### config.mk
export PLATFORM = sky130hd
export DESIGN_NAME = cpu_top
export DESIGN_NICKNAME = d
export VERILOG_FILES = /design/src/cpu_pkg.sv /design/src/bus_arbiter.sv /design/src/cpu_top.sv /design/src/exec_unit.sv /design/src/fetch_unit.sv
export SDC_FILE = /design/constraint.sdc
export NUM_CORES = 1
export LEC_CHECK = 0
export BUFFER_PORTS_ARGS = -buffer_cell sky130_fd_sc_hd__buf_2
export CAP_MARGIN = 10
export CORE_ASPECT_RATIO = 0.6
export CORE_MARGIN = 8
export CORE_UTILIZATION = 40
export DETAILED_ROUTE_END_ITERATION = 7
export GPL_ROUTABILITY_DRIVEN = 0
export PLACE_DENSITY = 0.57
export SLEW_MARGIN = 15
export SYNTH_ARGS = -nofsm -noshare
export SYNTH_HDL_FRONTEND = slang
export SYNTH_SLANG_ARGS = --single-unit
### constraint.sdc
create_clock -name phi0 -period 3.91 [get_ports phi0]
set_clock_uncertainty 0.15 [all_clocks]
set_input_delay 0.782 -clock phi0 [delete_from_list [all_inputs] [get_ports phi0]]
set_output_delay 0.782 -clock phi0 [all_outputs]
set_load 0.005 [all_outputs]
### src/cpu_pkg.sv
// Core widths, reset vector, opcode and FSM state enums, bus and instruction structs
package cpu_pkg;

    localparam int addr_w = 16;
    localparam int data_w = 8;

    // First opcode fetch after reset
    localparam logic [addr_w-1:0] reset_vector = 16'h0200;

    // Supported 6502 subset
    typedef enum logic [7:0] {
        op_lda_imm = 8'hA9,
        op_lda_abs = 8'hAD,
        op_sta_abs = 8'h8D,
        op_stx_abs = 8'h8E,
        op_adc_imm = 8'h69,
        op_and_imm = 8'h29,
        op_tax     = 8'hAA,
        op_inx     = 8'hE8,
        op_clc     = 8'h18,
        op_jmp_abs = 8'h4C,
        op_brk     = 8'h00
    } opcode_e;

    typedef enum logic [2:0] {
        f_idle,
        f_opcode,
        f_oper_lo,
        f_oper_hi,
        f_offer,
        f_release,
        f_stopped
    } fetch_state_e;

    typedef enum logic [1:0] {
        e_wait,
        e_mem,
        e_ack,
        e_halted
    } exec_state_e;

    ////////////////////
    // Bus and instruction payloads

    typedef struct packed {
        logic [addr_w-1:0] addr;
        logic [data_w-1:0] wdata;
        logic              we;
    } mem_cmd_t;

    typedef struct packed {
        opcode_e           op;
        logic [addr_w-1:0] operand;
        logic [addr_w-1:0] next_pc;
    } instr_t;

    typedef struct packed {
        logic              valid;
        logic [addr_w-1:0] target;
    } redirect_t;

endpackage

### src/bus_arbiter.sv
// Memory port arbiter with exec-first priority and four-phase handshake pass-through
`timescale 1ns/1ps

module bus_arbiter import cpu_pkg::*; (
    input  logic              phi0,
    input  logic              rst_n,

    input  logic              fetch_req,
    input  mem_cmd_t          fetch_cmd,
    output logic              fetch_ack,

    input  logic              exec_req,
    input  mem_cmd_t          exec_cmd,
    output logic              exec_ack,

    output logic [data_w-1:0] rdata,

    output logic              mem_req,
    output mem_cmd_t          mem_cmd,
    input  logic              mem_ack,
    input  logic [data_w-1:0] mem_rdata
);

    logic busy;
    logic own_exec;
    logic sel_req;

    assign sel_req = own_exec ? exec_req : fetch_req;

    ////////////////////
    // Grant register

    always_ff @(posedge phi0) begin
        if (!rst_n) begin
            busy     <= 1'b0;
            own_exec <= 1'b0;
            mem_req  <= 1'b0;
        end else begin
            // External req trails the owner's req by one cycle
            mem_req <= busy && sel_req;
            if (!busy) begin
                if (!mem_req && !mem_ack && (exec_req || fetch_req)) begin
                    busy     <= 1'b1;
                    own_exec <= exec_req;
                end
            end else if (!sel_req && !mem_req && !mem_ack) begin
                // Whole handshake back to idle
                busy <= 1'b0;
            end
        end
    end

    ////////////////////
    // Port mux

    assign mem_cmd = own_exec ? exec_cmd : fetch_cmd;

    // Ack only reaches the current owner
    assign exec_ack  = busy && own_exec && mem_ack;
    assign fetch_ack = busy && !own_exec && mem_ack;

    assign rdata = mem_rdata;

endmodule

### src/cpu_top.sv
// Core top level joining fetch, execute and the memory arbiter
`timescale 1ns/1ps

module cpu_top import cpu_pkg::*; (
    input  logic              phi0,
    input  logic              rst_n,

    output logic              mem_req,
    output mem_cmd_t          mem_cmd,
    input  logic              mem_ack,
    input  logic [data_w-1:0] mem_rdata,

    output logic              halted
);

    ////////////////////
    // Internal handshakes

    logic              fetch_req;
    logic              fetch_ack;
    mem_cmd_t          fetch_cmd;
    logic              exec_req;
    logic              exec_ack;
    mem_cmd_t          exec_cmd;
    logic [data_w-1:0] bus_rdata;

    logic              instr_req;
    logic              instr_ack;
    instr_t            instr;
    redirect_t         redirect;

    fetch_unit u_fetch (
        .phi0      (phi0),
        .rst_n     (rst_n),
        .bus_req   (fetch_req),
        .bus_cmd   (fetch_cmd),
        .bus_ack   (fetch_ack),
        .bus_rdata (bus_rdata),
        .instr_req (instr_req),
        .instr     (instr),
        .instr_ack (instr_ack),
        .redirect  (redirect)
    );

    exec_unit u_exec (
        .phi0      (phi0),
        .rst_n     (rst_n),
        .instr_req (instr_req),
        .instr     (instr),
        .instr_ack (instr_ack),
        .redirect  (redirect),
        .bus_req   (exec_req),
        .bus_cmd   (exec_cmd),
        .bus_ack   (exec_ack),
        .bus_rdata (bus_rdata),
        .halted    (halted)
    );

    // Single external port shared by both units
    bus_arbiter u_arb (
        .phi0      (phi0),
        .rst_n     (rst_n),
        .fetch_req (fetch_req),
        .fetch_cmd (fetch_cmd),
        .fetch_ack (fetch_ack),
        .exec_req  (exec_req),
        .exec_cmd  (exec_cmd),
        .exec_ack  (exec_ack),
        .rdata     (bus_rdata),
        .mem_req   (mem_req),
        .mem_cmd   (mem_cmd),
        .mem_ack   (mem_ack),
        .mem_rdata (mem_rdata)
    );

endmodule

### src/exec_unit.sv
// Execute unit with A, X, carry and zero, ALU, data accesses, jump redirect and halt
`timescale 1ns/1ps

module exec_unit import cpu_pkg::*; (
    input  logic              phi0,
    input  logic              rst_n,

    input  logic              instr_req,
    input  instr_t            instr,
    output logic              instr_ack,
    output redirect_t         redirect,

    output logic              bus_req,
    output mem_cmd_t          bus_cmd,
    input  logic              bus_ack,
    input  logic [data_w-1:0] bus_rdata,

    output logic              halted
);

    exec_state_e       state;
    logic [data_w-1:0] a;
    logic [data_w-1:0] x;
    logic              c;
    logic              z;

    logic [data_w-1:0] imm;
    logic [data_w:0]   adc_sum;
    logic [data_w-1:0] and_res;
    logic [data_w-1:0] inx_res;

    ////////////////////
    // ALU

    assign imm     = instr.operand[data_w-1:0];
    assign adc_sum = {1'b0, a} + {1'b0, imm} + {{data_w{1'b0}}, c};
    assign and_res = a & imm;
    // INX wraps at 8 bits
    assign inx_res = x + 1'b1;

    ////////////////////
    // Execute FSM

    always_ff @(posedge phi0) begin
        if (!rst_n) begin
            state          <= e_wait;
            instr_ack      <= 1'b0;
            redirect.valid <= 1'b0;
            bus_req        <= 1'b0;
            bus_cmd.we     <= 1'b0;
            halted         <= 1'b0;
            c              <= 1'b0;
            z              <= 1'b0;
        end else begin
            case (state)
                e_wait: if (instr_req) begin
                    // Register ops ack on the next cycle
                    instr_ack <= 1'b1;
                    state     <= e_ack;
                    case (instr.op)
                        op_lda_imm: begin
                            a <= imm;
                            z <= (imm == '0);
                        end
                        op_adc_imm: begin
                            a <= adc_sum[data_w-1:0];
                            c <= adc_sum[data_w];
                            z <= (adc_sum[data_w-1:0] == '0);
                        end
                        op_and_imm: begin
                            a <= and_res;
                            z <= (and_res == '0);
                        end
                        op_tax: begin
                            x <= a;
                            z <= (a == '0);
                        end
                        op_inx: begin
                            x <= inx_res;
                            z <= (inx_res == '0);
                        end
                        op_clc: c <= 1'b0;
                        op_jmp_abs: begin
                            redirect.valid  <= 1'b1;
                            redirect.target <= instr.operand;
                        end
                        op_lda_abs, op_sta_abs, op_stx_abs: begin
                            // Hold the ack until the data transfer is over
                            instr_ack     <= 1'b0;
                            state         <= e_mem;
                            bus_req       <= 1'b1;
                            bus_cmd.addr  <= instr.operand;
                            bus_cmd.we    <= (instr.op != op_lda_abs);
                            bus_cmd.wdata <= (instr.op == op_stx_abs) ? x : a;
                        end
                        default: begin
                            // BRK or unknown opcode
                            instr_ack <= 1'b0;
                            halted    <= 1'b1;
                            state     <= e_halted;
                        end
                    endcase
                end
                e_mem: if (bus_req && bus_ack) begin
                    bus_req <= 1'b0;
                    if (!bus_cmd.we) begin
                        a <= bus_rdata;
                        z <= (bus_rdata == '0);
                    end
                end else if (!bus_req && !bus_ack) begin
                    instr_ack <= 1'b1;
                    state     <= e_ack;
                end
                e_ack: if (!instr_req) begin
                    instr_ack      <= 1'b0;
                    redirect.valid <= 1'b0;
                    state          <= e_wait;
                end
                default: state <= e_halted;
            endcase
        end
    end

endmodule

### src/fetch_unit.sv
// Program counter and instruction fetch FSM feeding the exec unit
`timescale 1ns/1ps

module fetch_unit import cpu_pkg::*; (
    input  logic              phi0,
    input  logic              rst_n,

    output logic              bus_req,
    output mem_cmd_t          bus_cmd,
    input  logic              bus_ack,
    input  logic [data_w-1:0] bus_rdata,

    output logic              instr_req,
    output instr_t            instr,
    input  logic              instr_ack,
    input  redirect_t         redirect
);

    fetch_state_e      state;
    logic [addr_w-1:0] pc;
    logic              reading;

    // Operand length per opcode
    function automatic logic [1:0] operand_bytes(input opcode_e op);
        case (op)
            op_lda_imm, op_adc_imm, op_and_imm: operand_bytes = 2'd1;
            op_lda_abs, op_sta_abs, op_stx_abs, op_jmp_abs: operand_bytes = 2'd2;
            default: operand_bytes = 2'd0;
        endcase
    endfunction

    function automatic logic stops_core(input opcode_e op);
        case (op)
            op_lda_imm, op_lda_abs, op_sta_abs, op_stx_abs, op_adc_imm,
            op_and_imm, op_tax, op_inx, op_clc, op_jmp_abs: stops_core = 1'b0;
            op_brk: stops_core = 1'b1;
            default: stops_core = 1'b1;
        endcase
    endfunction

    assign reading = (state == f_opcode) || (state == f_oper_lo) || (state == f_oper_hi);

    always_ff @(posedge phi0) begin
        if (!rst_n) begin
            state      <= f_idle;
            pc         <= reset_vector;
            bus_req    <= 1'b0;
            bus_cmd.we <= 1'b0;
            instr_req  <= 1'b0;
        end else begin
            // One byte read per read state, started once the last ack is gone
            if (reading && !bus_req && !bus_ack) begin
                bus_req <= 1'b1;
                bus_cmd <= '{addr: pc, wdata: '0, we: 1'b0};
            end
            case (state)
                f_idle: state <= f_opcode;
                f_opcode: if (bus_req && bus_ack) begin
                    bus_req       <= 1'b0;
                    instr.op      <= opcode_e'(bus_rdata);
                    instr.operand <= '0;
                    pc            <= pc + 1'b1;
                    state <= (operand_bytes(opcode_e'(bus_rdata)) == 2'd0) ? f_offer : f_oper_lo;
                end
                f_oper_lo: if (bus_req && bus_ack) begin
                    bus_req                    <= 1'b0;
                    instr.operand[data_w-1:0]  <= bus_rdata;
                    pc                         <= pc + 1'b1;
                    state <= (operand_bytes(instr.op) == 2'd2) ? f_oper_hi : f_offer;
                end
                f_oper_hi: if (bus_req && bus_ack) begin
                    bus_req                        <= 1'b0;
                    instr.operand[addr_w-1:data_w] <= bus_rdata;
                    pc                             <= pc + 1'b1;
                    state                          <= f_offer;
                end
                f_offer: if (!instr_req && !instr_ack) begin
                    instr_req     <= 1'b1;
                    instr.next_pc <= pc;
                    // BRK is never acked, so the offer just stays up
                    if (stops_core(instr.op)) state <= f_stopped;
                end else if (instr_req && instr_ack) begin
                    instr_req <= 1'b0;
                    pc        <= redirect.valid ? redirect.target : instr.next_pc;
                    state     <= f_release;
                end
                f_release: if (!instr_ack) state <= f_idle;
                default: state <= f_stopped;
            endcase
        end
    end

endmodule
==> impl_metrics.json <==
{
  "outcome": "completed",
  "die_area_um2": 22280,
  "worstSetupStartpointType": "flip-flop",
  "largest_delay_share_family_worst_path": "simple AND/OR/NAND/NOR gates",
  "cts_buffers": 17,
  "ir_drop_mv": 0.2833,
  "max_stage_delay_ns": 0.83,
  "cp_data_arrival_time_ns": 2.90,
  "synth-async-reset-ratio": 0,
  "cts_htree_levels": 4,
  "cp_max_stage_cell": "sky130_fd_sc_hd__or3b_1",
  "min_setup_slack_post_route_ns": 1.170,
  "path_cells": "or3b_1, o22a_1, nor2_1, o221a_2",
  "switching_power_mw": 1.291,
  "setup_total_negative_slack_ns": 0,
  "synthesis.area_per_instance_um2": 11.53,
  "core_area_um2": 17220,
  "final.fill_count": 1552,
  "min_period_over_period": 0.7007,
  "track_usage": 0.1589,
  "placementRows": 37,
  "setup_viol": 0,
  "die_y_um": 118.9,
  "io-pin-count": 38,
  "hold_violations": 0,
  "io_buffers": 37,
  "layout-area-overhead-vs-synth_pct": 14.19,
  "global_route.overflow_total": 0,
  "power.internal_mw": 3.072,
  "smallest_hold_slack_ns": 0.3151,
  "hold_buffers": 0,
  "dpl_cells": 860,
  "path_type_of_the_worst_setup_path": "reg2reg",
  "sum_of_routed_wire_length_over_all_layers_mm": 17.86,
  "yosysUniqueCellTypes": 71,
  "cts_max_path_buffers": 2,
  "tritoncts_num_sinks": 144,
  "tritoncts": "yes",
  "synthFlopType": "sky130_fd_sc_hd__edfxtp_1",
  "hp-start": "u_fetch.instr[27]",
  "post_cts_buffers": 0,
  "dieWidth_um": 187.4,
  "cp_max_fo": 28,
  "maxCapViolCount": 0,
  "first_pass_grt_wire_length_mm": 27.71,
  "timing.hold.worst.class": "reg2reg",
  "seq_power_share": 0.430,
  "clock_slew_at_reported_path_ffs_ns": 0.06,
  "placed_area_um2": 7466,
  "fin_total_pwr_mw": 4.363,
  "critPathCaptureType": "flip-flop",
  "p_leak_nw": 2.851,
  "rsz0062_at_grt": "no",
  "vias": 5082,
  "detail_route.vias_per_cell": 5.704,
  "power.share.switching": 0.2959,
  "pre_cts_ws_ns": 1.214,
  "synth_nets": 641,
  "place_hpwl_mm": 12.60,
  "cell_pwr_density_nw_per_um2": 541.7,
  "layout_cells_sized_above_1": 0.1826,
  "floorplan.initialDensity": 0.4096,
  "seq_total_area_yosys": 0.5676,
  "min_period_ns": 2.740,
  "finish.instance_area_um2": 8055,
  "slew_headroom": 0.2611,
  "fmax_ghz": 0.3650,
  "final-instance-count-excl-fill": 891,
  "clkLatencyLatePin_ns": 0.42,
  "drc": 0,
  "critical_path.n_buffers_inverters": 0,
  "report.final.slew_viol_count": 0,
  "antenna_found_initial": 0,
  "multi_input_area_um2": 2834,
  "ys_seq_elements": 144,
  "logic_gate_share_of_total_power": 0.196,
  "synth_area_um2": 7054,
  "drt_iter0_markers": 557,
  "final_core_occ": 0.4677,
  "antenna_diode_count": 0,
  "clock-root-buffer": "sky130_fd_sc_hd__clkbuf_16",
  "crit-reg2reg-launch": "u_fetch.state[0]",
  "maximum_number_of_pins_on_one_net_before_global_route_repair": 34,
  "timing_worst_slew_pin_value_ns": 1.107,
  "critPathLaunch": "u_fetch.state[0]",
  "synth_warnings": 0,
  "dr.pass1.iters": 5,
  "power.share.clock": 0.374,
  "antenna_violating_nets_post_route": 0,
  "worst_ep_required_time_ns": 4.07,
  "final_net_count": 674,
  "synth_enable_flop_cells": 112,
  "cells_after_synth": 612,
  "sequential_cell_area_um2": 4004,
  "cts-resized-gates": 0,
  "grt_pass1_vias": 4843,
  "detail_route.wl_per_cell_um": 20.05
}
[placed cells by master, fill, tap and decap left out, types with 11 or more instances in the layout]
cell and n:
sky130_fd_sc_hd__nor3_1 16, sky130_fd_sc_hd__nand3_1 14, sky130_fd_sc_hd__o21ai_0 31, sky130_fd_sc_hd__mux2_2 27, sky130_fd_sc_hd__buf_2 37, sky130_fd_sc_hd__a21oi_1 36
sky130_fd_sc_hd__mux2i_1 17, sky130_fd_sc_hd__and3_1 20, sky130_fd_sc_hd__dfxtp_1 32, sky130_fd_sc_hd__nor2_1 43, sky130_fd_sc_hd__ha_1 16, sky130_fd_sc_hd__edfxtp_1 112
sky130_fd_sc_hd__buf_4 11, sky130_fd_sc_hd__clkbuf_16 17, sky130_fd_sc_hd__a211oi_1 11, sky130_fd_sc_hd__inv_1 18, sky130_fd_sc_hd__nand2_1 43, sky130_fd_sc_hd__and2_1 11
[per-layer routing]
metal,share of wire,GRT usage
met1,0.51,0.2435
met2,0.39,0.2115
met3,0.094,0.04516
met4,0.0083,0.04461
met5,0,0
[synth_stat cells (all sizes together) (4+ instances only)]
cell | instances | area, µm²
edfxtp | 112 | 3363
nor2 | 44 | 165.2
nand2 | 43 | 161.4
a21oi | 36 | 180.2
dfxtp | 32 | 640.6
o21ai | 31 | 155.2
mux2 | 27 | 304.0
clkbuf | 21 | 78.83
and3 | 20 | 125.1
inv | 18 | 67.56
nor3 | 18 | 95.09
mux2i | 17 | 170.2
ha | 16 | 200.2
nand3 | 14 | 70.07
buf | 13 | 83.83
a211oi | 11 | 82.58
and2 | 11 | 68.82
nor2b | 9 | 56.30
o211ai | 8 | 60.06
nand2b | 7 | 43.79
a31oi | 6 | 37.54
o31ai | 6 | 45.04
o221a | 5 | 56.30
or3 | 5 | 31.28
xnor2 | 5 | 43.79
a21o | 4 | 30.03
a22oi | 4 | 30.03
nand4 | 4 | 25.02
nor3b | 4 | 35.03
nor4 | 4 | 25.02
o22ai | 4 | 31.28
xor2 | 4 | 35.03
[final cells by class]
class	instances	share of cell area
clock inverters	11	0.01646
clock buffers	20	0.05669
flip-flops and latches	144	0.4970
repair buffers	48	0.03324
inverters	18	0.008388
multi-input cells	416	0.3518
well taps	234	0.03635
[power groups by stage]
stage | clock network (mW) | registers [mW] | logic, mW
CTS | 1.66 | 1.87 | 0.841
global route | 1.72 | 1.89 | 0.939
global placement | 0 | 1.90 | 0.809
detailed placement | 0 | 1.91 | 0.831
floorplan | 0 | 1.84 | 0.655
finish | 1.63 | 1.88 | 0.855
[flip-flops by register name, summed over array words and instances (netlist names)]
signal	count
u_fetch.instr	40
u_exec.bus_cmd	25
u_exec.redirect	17
u_fetch.bus_cmd	16
u_fetch.pc	16
u_exec.a	8
u_exec.x	8
u_fetch.state	3
u_exec.state	2
u_arb.busy	1
u_arb.mem_req	1
u_arb.own_exec	1
u_exec.bus_req	1
u_exec.c	1
u_exec.halted	1
u_exec.instr_ack	1
u_fetch.bus_req	1
u_fetch.instr_req	1
[cells by family after synthesis]
logic type,count (synthesis),share of synthesized area
compound gates,144,0.1378
xor+xnor,9,0.01117
fa+ha+maj,18,0.03405
buf+inv,52,0.03264
flops,144,0.5676
mux,44,0.06722
simple gates,201,0.1495
[worst paths after layout]
kind / slack (ns) / cells past startpoint / to
worst max-delay path: 1.17 / 4 / u_fetch.pc[5]
worst min-delay path: 0.32 / 0 / u_exec.bus_cmd[20]
worst max register to register: 1.17 / 4 / u_fetch.pc[5]
worst min register to register: 0.32 / 0 / u_exec.bus_cmd[20]
Note: power is estimated with default switching activity, not from simulation.
